## src/rtl/avr_decode_settings.svh

```systemverilog
`ifndef AVR_DECODE_SETTINGS_SVH
`define AVR_DECODE_SETTINGS_SVH

// Instruction word as fetched from program memory
`define INSTR_WIDTH 16

// Register file has 32 entries
`define REG_ADDR_WIDTH 5

// Immediate field, wide enough for the rcall and rjmp offsets
`define IMD_WIDTH 12

// Bit index for sbi, cbi and the branch flag select
`define BIT_WIDTH 3

// I/O address of SREG
`define SREG_ADDR 63

// Global interrupt enable position in SREG
`define FLAG_I 7

`endif

```

## src/rtl/avr_decode_pkg.sv

```systemverilog
package avr_decode_pkg;

    // Decoded instruction types
    // Nop sits at zero so the reset value of the output register is a nop
    typedef enum logic [5:0] {
        TYPE_NOP,
        TYPE_ADD,
        TYPE_ADC,
        TYPE_AND,
        TYPE_BRBC,
        TYPE_BRBS,
        TYPE_CBI,
        TYPE_CLI,
        TYPE_CP,
        TYPE_DEC,
        TYPE_EOR,
        TYPE_IN,
        TYPE_INC,
        TYPE_LD_Y,
        TYPE_LDI,
        TYPE_LDS,
        TYPE_MOV,
        TYPE_NEG,
        TYPE_OR,
        TYPE_OUT,
        TYPE_POP,
        TYPE_PUSH,
        TYPE_RCALL,
        TYPE_RET,
        TYPE_RETI,
        TYPE_RJMP,
        TYPE_SBI,
        TYPE_SEI,
        TYPE_SUB,
        TYPE_SUBI,
        TYPE_STS,
        TYPE_UNKNOWN,
        // Virtual instruction inserted on an interrupt request
        TYPE_CALL_ISR
    } opcode_t;

    // Bit positions inside the group vector
    typedef enum logic [4:0] {
        GROUP_ALU_AUX,
        GROUP_ALU_IMD,
        GROUP_ALU_ONE_OP,
        GROUP_ALU_TWO_OP,
        GROUP_ALU,
        GROUP_LOAD_DIRECT,
        GROUP_LOAD_INDIRECT,
        GROUP_LOAD,
        GROUP_STORE_DIRECT,
        GROUP_STORE_INDIRECT,
        GROUP_STORE,
        GROUP_STACK,
        GROUP_MEMORY,
        GROUP_REGISTER,
        GROUP_CONTROL_FLOW,
        GROUP_IO_READ,
        GROUP_IO_WRITE,
        GROUP_TWO_CYCLE_MEM,
        GROUP_TWO_CYCLE_WB,
        GROUP_TWO_CYCLE_ID
    } group_idx_t;

    // Width of the group vector, follows the last group index
    localparam int GROUP_COUNT = int'(GROUP_TWO_CYCLE_ID) + 1;

endpackage

```

## src/rtl/opcode_matcher.sv

```systemverilog
`timescale 1ns/1ps
`include "avr_decode_settings.svh"

module opcode_matcher (
    input  logic [`INSTR_WIDTH-1:0] instruction,
    input  logic                    irq,
    output avr_decode_pkg::opcode_t match_opcode
);

    import avr_decode_pkg::*;

    always_comb begin
        if (irq) begin
            // Pending interrupt replaces whatever word was fetched
            match_opcode = TYPE_CALL_ISR;
        end else begin
            // First matching pattern wins
            casez (instruction)
                // Two register arithmetic and logic
                16'b0000_11??_????_????: match_opcode = TYPE_ADD;
                16'b0001_11??_????_????: match_opcode = TYPE_ADC;
                16'b0010_00??_????_????: match_opcode = TYPE_AND;
                16'b0001_01??_????_????: match_opcode = TYPE_CP;
                16'b0010_01??_????_????: match_opcode = TYPE_EOR;
                16'b0010_10??_????_????: match_opcode = TYPE_OR;
                16'b0001_10??_????_????: match_opcode = TYPE_SUB;
                16'b0010_11??_????_????: match_opcode = TYPE_MOV;

                // Conditional branches on an SREG bit
                16'b1111_01??_????_????: match_opcode = TYPE_BRBC;
                16'b1111_00??_????_????: match_opcode = TYPE_BRBS;

                // Bit operations in the low I/O space
                16'b1001_1000_????_????: match_opcode = TYPE_CBI;
                16'b1001_1010_????_????: match_opcode = TYPE_SBI;

                // Interrupt enable control, fixed encodings
                16'b1001_0100_1111_1000: match_opcode = TYPE_CLI;
                16'b1001_0100_0111_1000: match_opcode = TYPE_SEI;

                // Single register operations
                16'b1001_010?_????_1010: match_opcode = TYPE_DEC;
                16'b1001_010?_????_0011: match_opcode = TYPE_INC;
                16'b1001_010?_????_0001: match_opcode = TYPE_NEG;

                // I/O port transfers
                16'b1011_0???_????_????: match_opcode = TYPE_IN;
                16'b1011_1???_????_????: match_opcode = TYPE_OUT;

                // Loads
                16'b1000_000?_????_1000: match_opcode = TYPE_LD_Y;
                16'b1110_????_????_????: match_opcode = TYPE_LDI;
                16'b1010_0???_????_????: match_opcode = TYPE_LDS;

                // Store direct
                16'b1010_1???_????_????: match_opcode = TYPE_STS;

                // Immediate subtract on the upper registers
                16'b0101_????_????_????: match_opcode = TYPE_SUBI;

                // Stack
                16'b1001_000?_????_1111: match_opcode = TYPE_POP;
                16'b1001_001?_????_1111: match_opcode = TYPE_PUSH;

                // Calls, returns and jumps
                16'b1101_????_????_????: match_opcode = TYPE_RCALL;
                16'b1001_0101_0000_1000: match_opcode = TYPE_RET;
                16'b1001_0101_0001_1000: match_opcode = TYPE_RETI;
                16'b1100_????_????_????: match_opcode = TYPE_RJMP;

                16'b0000_0000_0000_0000: match_opcode = TYPE_NOP;

                default: match_opcode = TYPE_UNKNOWN;
            endcase
        end
    end

endmodule

```

## src/rtl/operand_extractor.sv

```systemverilog
`timescale 1ns/1ps
`include "avr_decode_settings.svh"

module operand_extractor (
    input  logic [`INSTR_WIDTH-1:0]    instruction,
    input  avr_decode_pkg::opcode_t    match_opcode,
    output logic [`REG_ADDR_WIDTH-1:0] rd_next,
    output logic [`REG_ADDR_WIDTH-1:0] rr_next,
    output logic [`IMD_WIDTH-1:0]      imd_next,
    output logic [`BIT_WIDTH-1:0]      bit_next
);

    import avr_decode_pkg::*;

    // Register fields shared by most encodings
    logic [`REG_ADDR_WIDTH-1:0] reg_d;
    logic [`REG_ADDR_WIDTH-1:0] reg_r;
    logic [`REG_ADDR_WIDTH-1:0] reg_upper;

    // 7-bit data address of lds and sts, with the complemented top bit in front
    logic [7:0] data_addr;

    assign reg_d     = instruction[8:4];
    assign reg_r     = {instruction[9], instruction[3:0]};
    // Only r16..r31 are reachable from the immediate forms
    assign reg_upper = {1'b1, instruction[7:4]};
    assign data_addr = {~instruction[8], instruction[8], instruction[10:9], instruction[3:0]};

    always_comb begin
        rd_next  = '0;
        rr_next  = '0;
        imd_next = '0;
        bit_next = '0;

        case (match_opcode)
            TYPE_ADD, TYPE_ADC, TYPE_AND, TYPE_CP,
            TYPE_EOR, TYPE_OR, TYPE_SUB, TYPE_MOV: begin
                rd_next = reg_d;
                rr_next = reg_r;
            end

            TYPE_DEC, TYPE_INC, TYPE_NEG, TYPE_LD_Y, TYPE_POP: begin
                rd_next = reg_d;
            end

            TYPE_PUSH: begin
                rr_next = reg_d;
            end

            // Flag select in the low bits, signed word offset above it
            TYPE_BRBC, TYPE_BRBS: begin
                bit_next = instruction[2:0];
                imd_next = {{5{instruction[9]}}, instruction[9:3]};
            end

            TYPE_CBI, TYPE_SBI: begin
                bit_next = instruction[2:0];
                imd_next = {7'b0, instruction[7:3]};
            end

            // Same datapath as sbi and cbi, aimed at the I bit of SREG
            TYPE_CLI, TYPE_SEI: begin
                bit_next = `BIT_WIDTH'(`FLAG_I);
                imd_next = `IMD_WIDTH'(`SREG_ADDR);
            end

            TYPE_IN: begin
                rd_next  = reg_d;
                imd_next = {6'b0, instruction[10:9], instruction[3:0]};
            end

            TYPE_OUT: begin
                rr_next  = reg_d;
                imd_next = {6'b0, instruction[10:9], instruction[3:0]};
            end

            TYPE_LDI, TYPE_SUBI: begin
                rd_next  = reg_upper;
                imd_next = {4'b0, instruction[11:8], instruction[3:0]};
            end

            TYPE_LDS: begin
                rd_next  = reg_upper;
                imd_next = {4'b0, data_addr};
            end

            TYPE_STS: begin
                rr_next  = reg_upper;
                imd_next = {4'b0, data_addr};
            end

            // Relative word offset, sign handled by the PC adder
            TYPE_RCALL, TYPE_RJMP: begin
                imd_next = instruction[11:0];
            end

            // nop, ret, reti, call_isr and unknown carry no operands
            default: begin
                rd_next = '0;
            end
        endcase
    end

endmodule

```

## src/rtl/group_classifier.sv

```systemverilog
`timescale 1ns/1ps

module group_classifier (
    input  avr_decode_pkg::opcode_t                   match_opcode,
    output logic [avr_decode_pkg::GROUP_COUNT-1:0]    groups_next
);

    import avr_decode_pkg::*;

    // Read-modify-write on a single I/O bit
    // reti and call_isr also touch the I flag
    assign groups_next[GROUP_ALU_AUX] = match_opcode inside {
        TYPE_SBI, TYPE_CBI, TYPE_SEI, TYPE_CLI, TYPE_RETI, TYPE_CALL_ISR
    };

    assign groups_next[GROUP_ALU_IMD] = match_opcode inside {TYPE_INC, TYPE_DEC};

    assign groups_next[GROUP_ALU_ONE_OP] = (match_opcode == TYPE_NEG);

    assign groups_next[GROUP_ALU_TWO_OP] = match_opcode inside {
        TYPE_ADD, TYPE_ADC, TYPE_SUB, TYPE_AND, TYPE_EOR, TYPE_OR, TYPE_CP
    };

    assign groups_next[GROUP_ALU] = groups_next[GROUP_ALU_ONE_OP] |
                                    groups_next[GROUP_ALU_TWO_OP];

    assign groups_next[GROUP_LOAD_DIRECT] = (match_opcode == TYPE_LDS);

    // Returns pop the PC off the stack
    assign groups_next[GROUP_LOAD_INDIRECT] = match_opcode inside {
        TYPE_LD_Y, TYPE_POP, TYPE_RET, TYPE_RETI
    };

    assign groups_next[GROUP_LOAD] = groups_next[GROUP_LOAD_DIRECT] |
                                     groups_next[GROUP_LOAD_INDIRECT];

    assign groups_next[GROUP_STORE_DIRECT] = (match_opcode == TYPE_STS);

    assign groups_next[GROUP_STORE_INDIRECT] = match_opcode inside {TYPE_PUSH, TYPE_RCALL};

    assign groups_next[GROUP_STORE] = groups_next[GROUP_STORE_DIRECT] |
                                      groups_next[GROUP_STORE_INDIRECT];

    assign groups_next[GROUP_STACK] = match_opcode inside {
        TYPE_PUSH, TYPE_POP, TYPE_RCALL, TYPE_RET, TYPE_RETI, TYPE_CALL_ISR
    };

    assign groups_next[GROUP_MEMORY] = groups_next[GROUP_LOAD] | groups_next[GROUP_STORE];

    assign groups_next[GROUP_REGISTER] = match_opcode inside {TYPE_LDI, TYPE_MOV};

    assign groups_next[GROUP_CONTROL_FLOW] = match_opcode inside {
        TYPE_BRBS, TYPE_BRBC, TYPE_RJMP, TYPE_RCALL, TYPE_RET, TYPE_RETI, TYPE_CALL_ISR
    };

    // adc reads the carry from SREG, stack ops read SP
    assign groups_next[GROUP_IO_READ] = (match_opcode == TYPE_IN)  |
                                        (match_opcode == TYPE_ADC) |
                                        groups_next[GROUP_STACK]   |
                                        groups_next[GROUP_ALU_AUX];

    // ALU ops update SREG, stack ops update SP
    assign groups_next[GROUP_IO_WRITE] = (match_opcode == TYPE_OUT) |
                                         groups_next[GROUP_ALU]     |
                                         groups_next[GROUP_STACK]   |
                                         groups_next[GROUP_ALU_AUX];

    // PC is wider than a data byte, so it moves in two memory cycles
    assign groups_next[GROUP_TWO_CYCLE_MEM] = match_opcode inside {
        TYPE_RCALL, TYPE_RET, TYPE_RETI, TYPE_CALL_ISR
    };

    // SP and SREG both written back
    assign groups_next[GROUP_TWO_CYCLE_WB] = match_opcode inside {TYPE_CALL_ISR, TYPE_RETI};

    // SP and SREG both read in decode
    assign groups_next[GROUP_TWO_CYCLE_ID] = match_opcode inside {TYPE_CALL_ISR, TYPE_RETI};

    // The memory stage drives one transfer direction per instruction
    load_store_excl: assert final (!(groups_next[GROUP_LOAD] && groups_next[GROUP_STORE]))
        else $error("opcode %s is both a load and a store", match_opcode.name());

endmodule

```

## src/rtl/decode_unit.sv

```systemverilog
`timescale 1ns/1ps
`include "avr_decode_settings.svh"

module decode_unit (
    input  logic                                  clk,
    input  logic                                  rst_n,
    input  logic                                  instr_valid,
    input  logic [`INSTR_WIDTH-1:0]               instruction,
    input  logic                                  irq,
    output logic                                  decoded_valid,
    output avr_decode_pkg::opcode_t               opcode,
    output logic [`REG_ADDR_WIDTH-1:0]            rd,
    output logic [`REG_ADDR_WIDTH-1:0]            rr,
    output logic [`IMD_WIDTH-1:0]                 imd,
    output logic [`BIT_WIDTH-1:0]                 bit_idx,
    output logic [avr_decode_pkg::GROUP_COUNT-1:0] groups
);

    import avr_decode_pkg::*;

    opcode_t                    match_opcode;
    logic [`REG_ADDR_WIDTH-1:0] rd_next;
    logic [`REG_ADDR_WIDTH-1:0] rr_next;
    logic [`IMD_WIDTH-1:0]      imd_next;
    logic [`BIT_WIDTH-1:0]      bit_next;
    logic [GROUP_COUNT-1:0]     groups_next;

    opcode_matcher u_matcher (
        .instruction  (instruction),
        .irq          (irq),
        .match_opcode (match_opcode)
    );

    operand_extractor u_extractor (
        .instruction  (instruction),
        .match_opcode (match_opcode),
        .rd_next      (rd_next),
        .rr_next      (rr_next),
        .imd_next     (imd_next),
        .bit_next     (bit_next)
    );

    group_classifier u_classifier (
        .match_opcode (match_opcode),
        .groups_next  (groups_next)
    );

    // Single output stage, updated only on a valid word
    always_ff @(posedge clk or negedge rst_n) begin
        if (!rst_n) begin
            decoded_valid <= 1'b0;
            opcode        <= TYPE_NOP;
            rd            <= '0;
            rr            <= '0;
            imd           <= '0;
            bit_idx       <= '0;
            groups        <= '0;
        end else begin
            decoded_valid <= instr_valid;
            if (instr_valid) begin
                opcode  <= match_opcode;
                rd      <= rd_next;
                rr      <= rr_next;
                imd     <= imd_next;
                bit_idx <= bit_next;
                groups  <= groups_next;
            end
        end
    end

    valid_latency: assert property (@(posedge clk) disable iff (!rst_n)
        1'b1 |=> (decoded_valid == $past(instr_valid)));

    // Interrupt entry has to save both SP and SREG
    call_isr_wb: assert property (@(posedge clk) disable iff (!rst_n)
        (opcode == TYPE_CALL_ISR) |-> groups[GROUP_TWO_CYCLE_WB]);

    unknown_zero: assert property (@(posedge clk) disable iff (!rst_n)
        (opcode == TYPE_UNKNOWN) |-> (rd == '0 && rr == '0 && imd == '0 && bit_idx == '0));

endmodule

```

## config.mk

```make
export PLATFORM = sky130hd
export DESIGN_NAME = decode_unit
export DESIGN_NICKNAME = d
export VERILOG_FILES = /design/src/rtl/avr_decode_pkg.sv /design/src/rtl/opcode_matcher.sv /design/src/rtl/operand_extractor.sv /design/src/rtl/group_classifier.sv /design/src/rtl/decode_unit.sv
export VERILOG_INCLUDE_DIRS = /design/src /design/src/rtl
export SDC_FILE = /design/constraint.sdc
export NUM_CORES = 1
export LEC_CHECK = 0
export BUFFER_PORTS_ARGS = -buffer_cell sky130_fd_sc_hd__buf_4
export CORE_MARGIN = 3
export CORE_UTILIZATION = 25
export DETAILED_ROUTE_END_ITERATION = 7
export PLACE_DENSITY = 0.55
export SLEW_MARGIN = 0
export SYNTH_ARGS = -nofsm -noshare
export SYNTH_HDL_FRONTEND = slang
export SYNTH_SLANG_ARGS = --single-unit
```

## constraint.sdc

```tcl
create_clock -name clk -period 0.8 [get_ports clk]
set_input_delay 0.08 -clock clk [delete_from_list [all_inputs] [get_ports clk]]
set_output_delay 0.08 -clock clk [all_outputs]
set_load 0.05 [all_outputs]
```

==> flow_metrics.py <==
metrics = {
    "run_status": {
        "outcome": "finished with violations",
        "violations": "setup timing",
    },
    "worst_setup_path": {
        "setup.worst_path.end_class": "flop",
        "critPathKind": "primary input to flop",
        "cp_max_fo": 6,
        "crit_family": "simple AND/OR/NAND/NOR gates",
        "arrival_ps": 2690,
        "cpPeakStageDelay_ps": 390,
        "reg2reg_depth": 3,
        "r2r_end": "rr[0]",
        "r2r-start": "rr[0]",
        "cp_slowest_cell": "or3_4",
        "crit_path_cell_trace": "buf_12 > or2_4 > or3_4 > a21oi_4 > nor4b_4 > buf_4 > a21o_4 > buf_6 > or3_4 > o211ai_1 > nor4_4 > buf_6 > a211oi_2",
        "cp_data_required_time_ps": 1000,
        "rrSetupSlack_ps": -150,
        "crit_path_start_kind": "primary input",
        "cp_num_buf_inv": 4,
    },
    "logic_synthesis": {
        "synth_cells": 415,
        "synth_nets": 435,
        "synth_area_leaders": "dfrtp_1, a21oi_1, nor2_1, nand2_1, mux2_2",
        "yosysWarnings": 0,
        "synth_area_per_cell_sq_um": 8.77,
        "ys_seq_elements": 51,
        "yosys.cell_types.count": 80,
        "synth_area_sq_um": 3640,
        "synth_edf_count": 0,
        "synth_top_area_share_pct": 35.1,
        "synthArstFlopShare_pct": 100,
        "yosysTopAreaCell": "dfrtp_1",
        "ys.flop_type": "dfrtp_1",
        "seq_area_frac_synth_pct": 35.1,
    },
    "layout": {
        "fin_nets": 708,
        "diodes": 0,
        "mostFrequentLayoutCell": "buf_4",
        "most-common-layout-cells": "buf_4, buf_6, dfrtp_1, nor2_1",
        "drive_gt1_share_pct": 66.2,
        "fin_cells": 869,
        "area_growth_pct": 105,
    },
    "timing": {
        "fin_skew_ps": 0,
        "slew_viol_final": 0,
        "hold_ws_ps": 138,
        "fin_setup_tns_ps": -78200,
        "post-route-period-util_pct": 311,
        "slew_headroom_pct": 68.7,
        "fin_ws_ps": -1690,
        "fmax_mhz": 402,
        "finalSetupViolCount": 101,
        "worstMarginPinSlew_ps": 463,
        "hold_viol": 0,
        "rsz0062_at_grt": "yes",
        "min_period_ps": 2490,
    },
    "power_and_ir_drop": {
        "p_leak_uw": 0.00335,
        "pwr-share-clk_pct": 20.7,
        "p_sw_uw": 3590,
        "p_int_uw": 6240,
        "power_frac_comb_pct": 48.8,
        "power.share.switching_pct": 36.5,
        "power.density_nw_per_um2": 1310,
        "seq_power_share_pct": 30.5,
        "worst_ir_drop_vdd_mv": 0.846,
    },
    "route": {
        "vias": 4423,
        "drtIter0Drc": 215,
        "vias_per_cell": 5.09,
        "wl_per_cell_microns": 17.2,
        "dr.pass1.iters": 4,
        "route.detailed.drc": 0,
        "drt_wl_total_microns": 14900,
        "drtAntennaViolNets": 0,
    },
    "clock_tree": {
        "htree_levels": 2,
        "clkTransAtPathRegs_ps": 60,
        "cts_buffer_depth": 2,
        "clock-sinks": 51,
        "clk_latency_ps": 280,
        "cts_tree": "built",
        "root_buffer": "clkbuf_16",
        "cts_buffers": 5,
    },
    "global_route": {
        "grt_max_degree": 39,
        "grt.overflow.total": 0,
        "grt_pass1_wl_microns": 23500,
        "grt.total_usage_pct": 17.7,
        "grt_pass1_vias": 4673,
        "grt_antenna_before_repair": 0,
    },
    "placement": {
        "io_buffer_count": 71,
        "dp_cells": 794,
        "place.gp.congestion": 0.884,
        "place.detailed.hpwl_microns": 10700,
        "dpl_worst_slack_ps": -2150,
    },
    "hold_path": {
        "hp-start": "irq",
        "hp-class": "primary input to flop",
        "min_to": "opcode[1]",
        "holdPathStages": 3,
    },
    "die": {
        "io_pins": 72,
        "coreArea_sq_um": 14000,
        "die_area_sq_um": 16000,
        "start_util_pct": 25.9,
        "rows": 43,
        "die_h_microns": 127,
        "die_x_microns": 127,
    },
    "flow_run": {
        "maxCapViolCount": 0,
    },
}
through the flow:
| step | total power, uW | instance area, sq um | utilization (%) |
|---|---|---|---|
| finish | 9830 | 7470 | 53.2 |
| global route | 10300 | 7470 | 53.2 |
| CTS | 9510 | 7030 | 50.0 |
| detailed placement | 6500 | 5620 | 40.0 |
| global placement | 6490 | 5620 | 40.0 |
| floorplan | 4980 | 3820 | - |
what timing repair did:
| item | in CTS | in global routing |
|---|---|---|
| buffers inserted | 53 | 20 |
| pin swaps | 56 | 53 |
| cloned | 2 | 1 |
| hold endpoints to repair | 51 | 0 |
| gates resized for setup | 204 | 70 |
| hold buffers | 1 | 0 |
| endpoints found under the setup margin | 101 | 101 |
Yosys cell counts (all sizes together), types with 7 or more instances:
cell type,n
nor2,45
inv,8
buf,21
a211o,9
nand2,33
a21o,10
nor4,10
o21ai,12
dfrtp,51
nand4,9
a31oi,7
nor2b,9
nand3,7
mux2,7
a21oi,43
nor3,17
clkbuf,12
area by class of cell:
type                    count  area [sq um]
clock buffers               8           136
fillers                  1218          6570
inverters                   9          33.8
multi-input cells         324          3020
flip-flops and latches     51          1280
well taps                 180           225
repair buffers            297          2780
worst min-delay path, delay by kind of cell:
family                 cells  cell delay, ps
AOI/OAI and AO/OA          1              70
buffers and inverters      2             240
sequential cells by signal, indices dropped and copies added, names as in the netlist:
signal         cells
decoded_valid      1
rr                 5
groups            19
opcode             6
rd                 5
imd               12
bit_idx            3
routing by layer:
| metal | share of wire (%) | global-route usage (%) | vias to the layer above |
|---|---|---|---|
| met5 | 0 | 0 | - |
| met4 | 2.2 | 4.48 | 0 |
| met3 | 3.7 | 2.82 | 20 |
| met2 | 49 | 30.1 | 106 |
| met1 | 45 | 23.5 | 2192 |
| li1 | - | - | 2105 |
worst max path at each step:
stage | from | endpoint | slack (ps) | cells past startpoint
3_5_place_dp | instruction[10] | bit_idx[1] | -2150 | 14
4_1_cts | instruction[10] | imd[2] | -1650 | 12
3_3_place_gp | instruction[13] | rd[4] | -2140 | 11
2_1_floorplan | instruction[14] | imd[0] | -1780 | 11
6_report | instruction[10] | rd[4] | -1690 | 13
5_1_grt | instruction[6] | rd[4] | -1750 | 14
power groups by stage:
stage	clock, uW	combinational [uW]	sequential, uW
floorplan	0	1210	3770
global placement	0	3490	3000
detailed placement	0	3500	3000
CTS	2090	4420	2990
global route	2210	5040	3020
finish	2040	4790	3000
cell families (layout without fill, tap and decap cells):
| kind of cell | Yosys count | in the layout | share of synthesized area [%] |
|---|---|---|---|
| simple gates | 181 | 183 | 30.2 |
| compound gates | 132 | 132 | 26.2 |
| flops | 51 | 51 | 35.1 |
| buf+inv | 42 | 314 | 5.88 |
| mux | 7 | 7 | 2.17 |
| xor+xnor | 2 | 2 | 0.481 |
(Power assumes the default switching activity.)
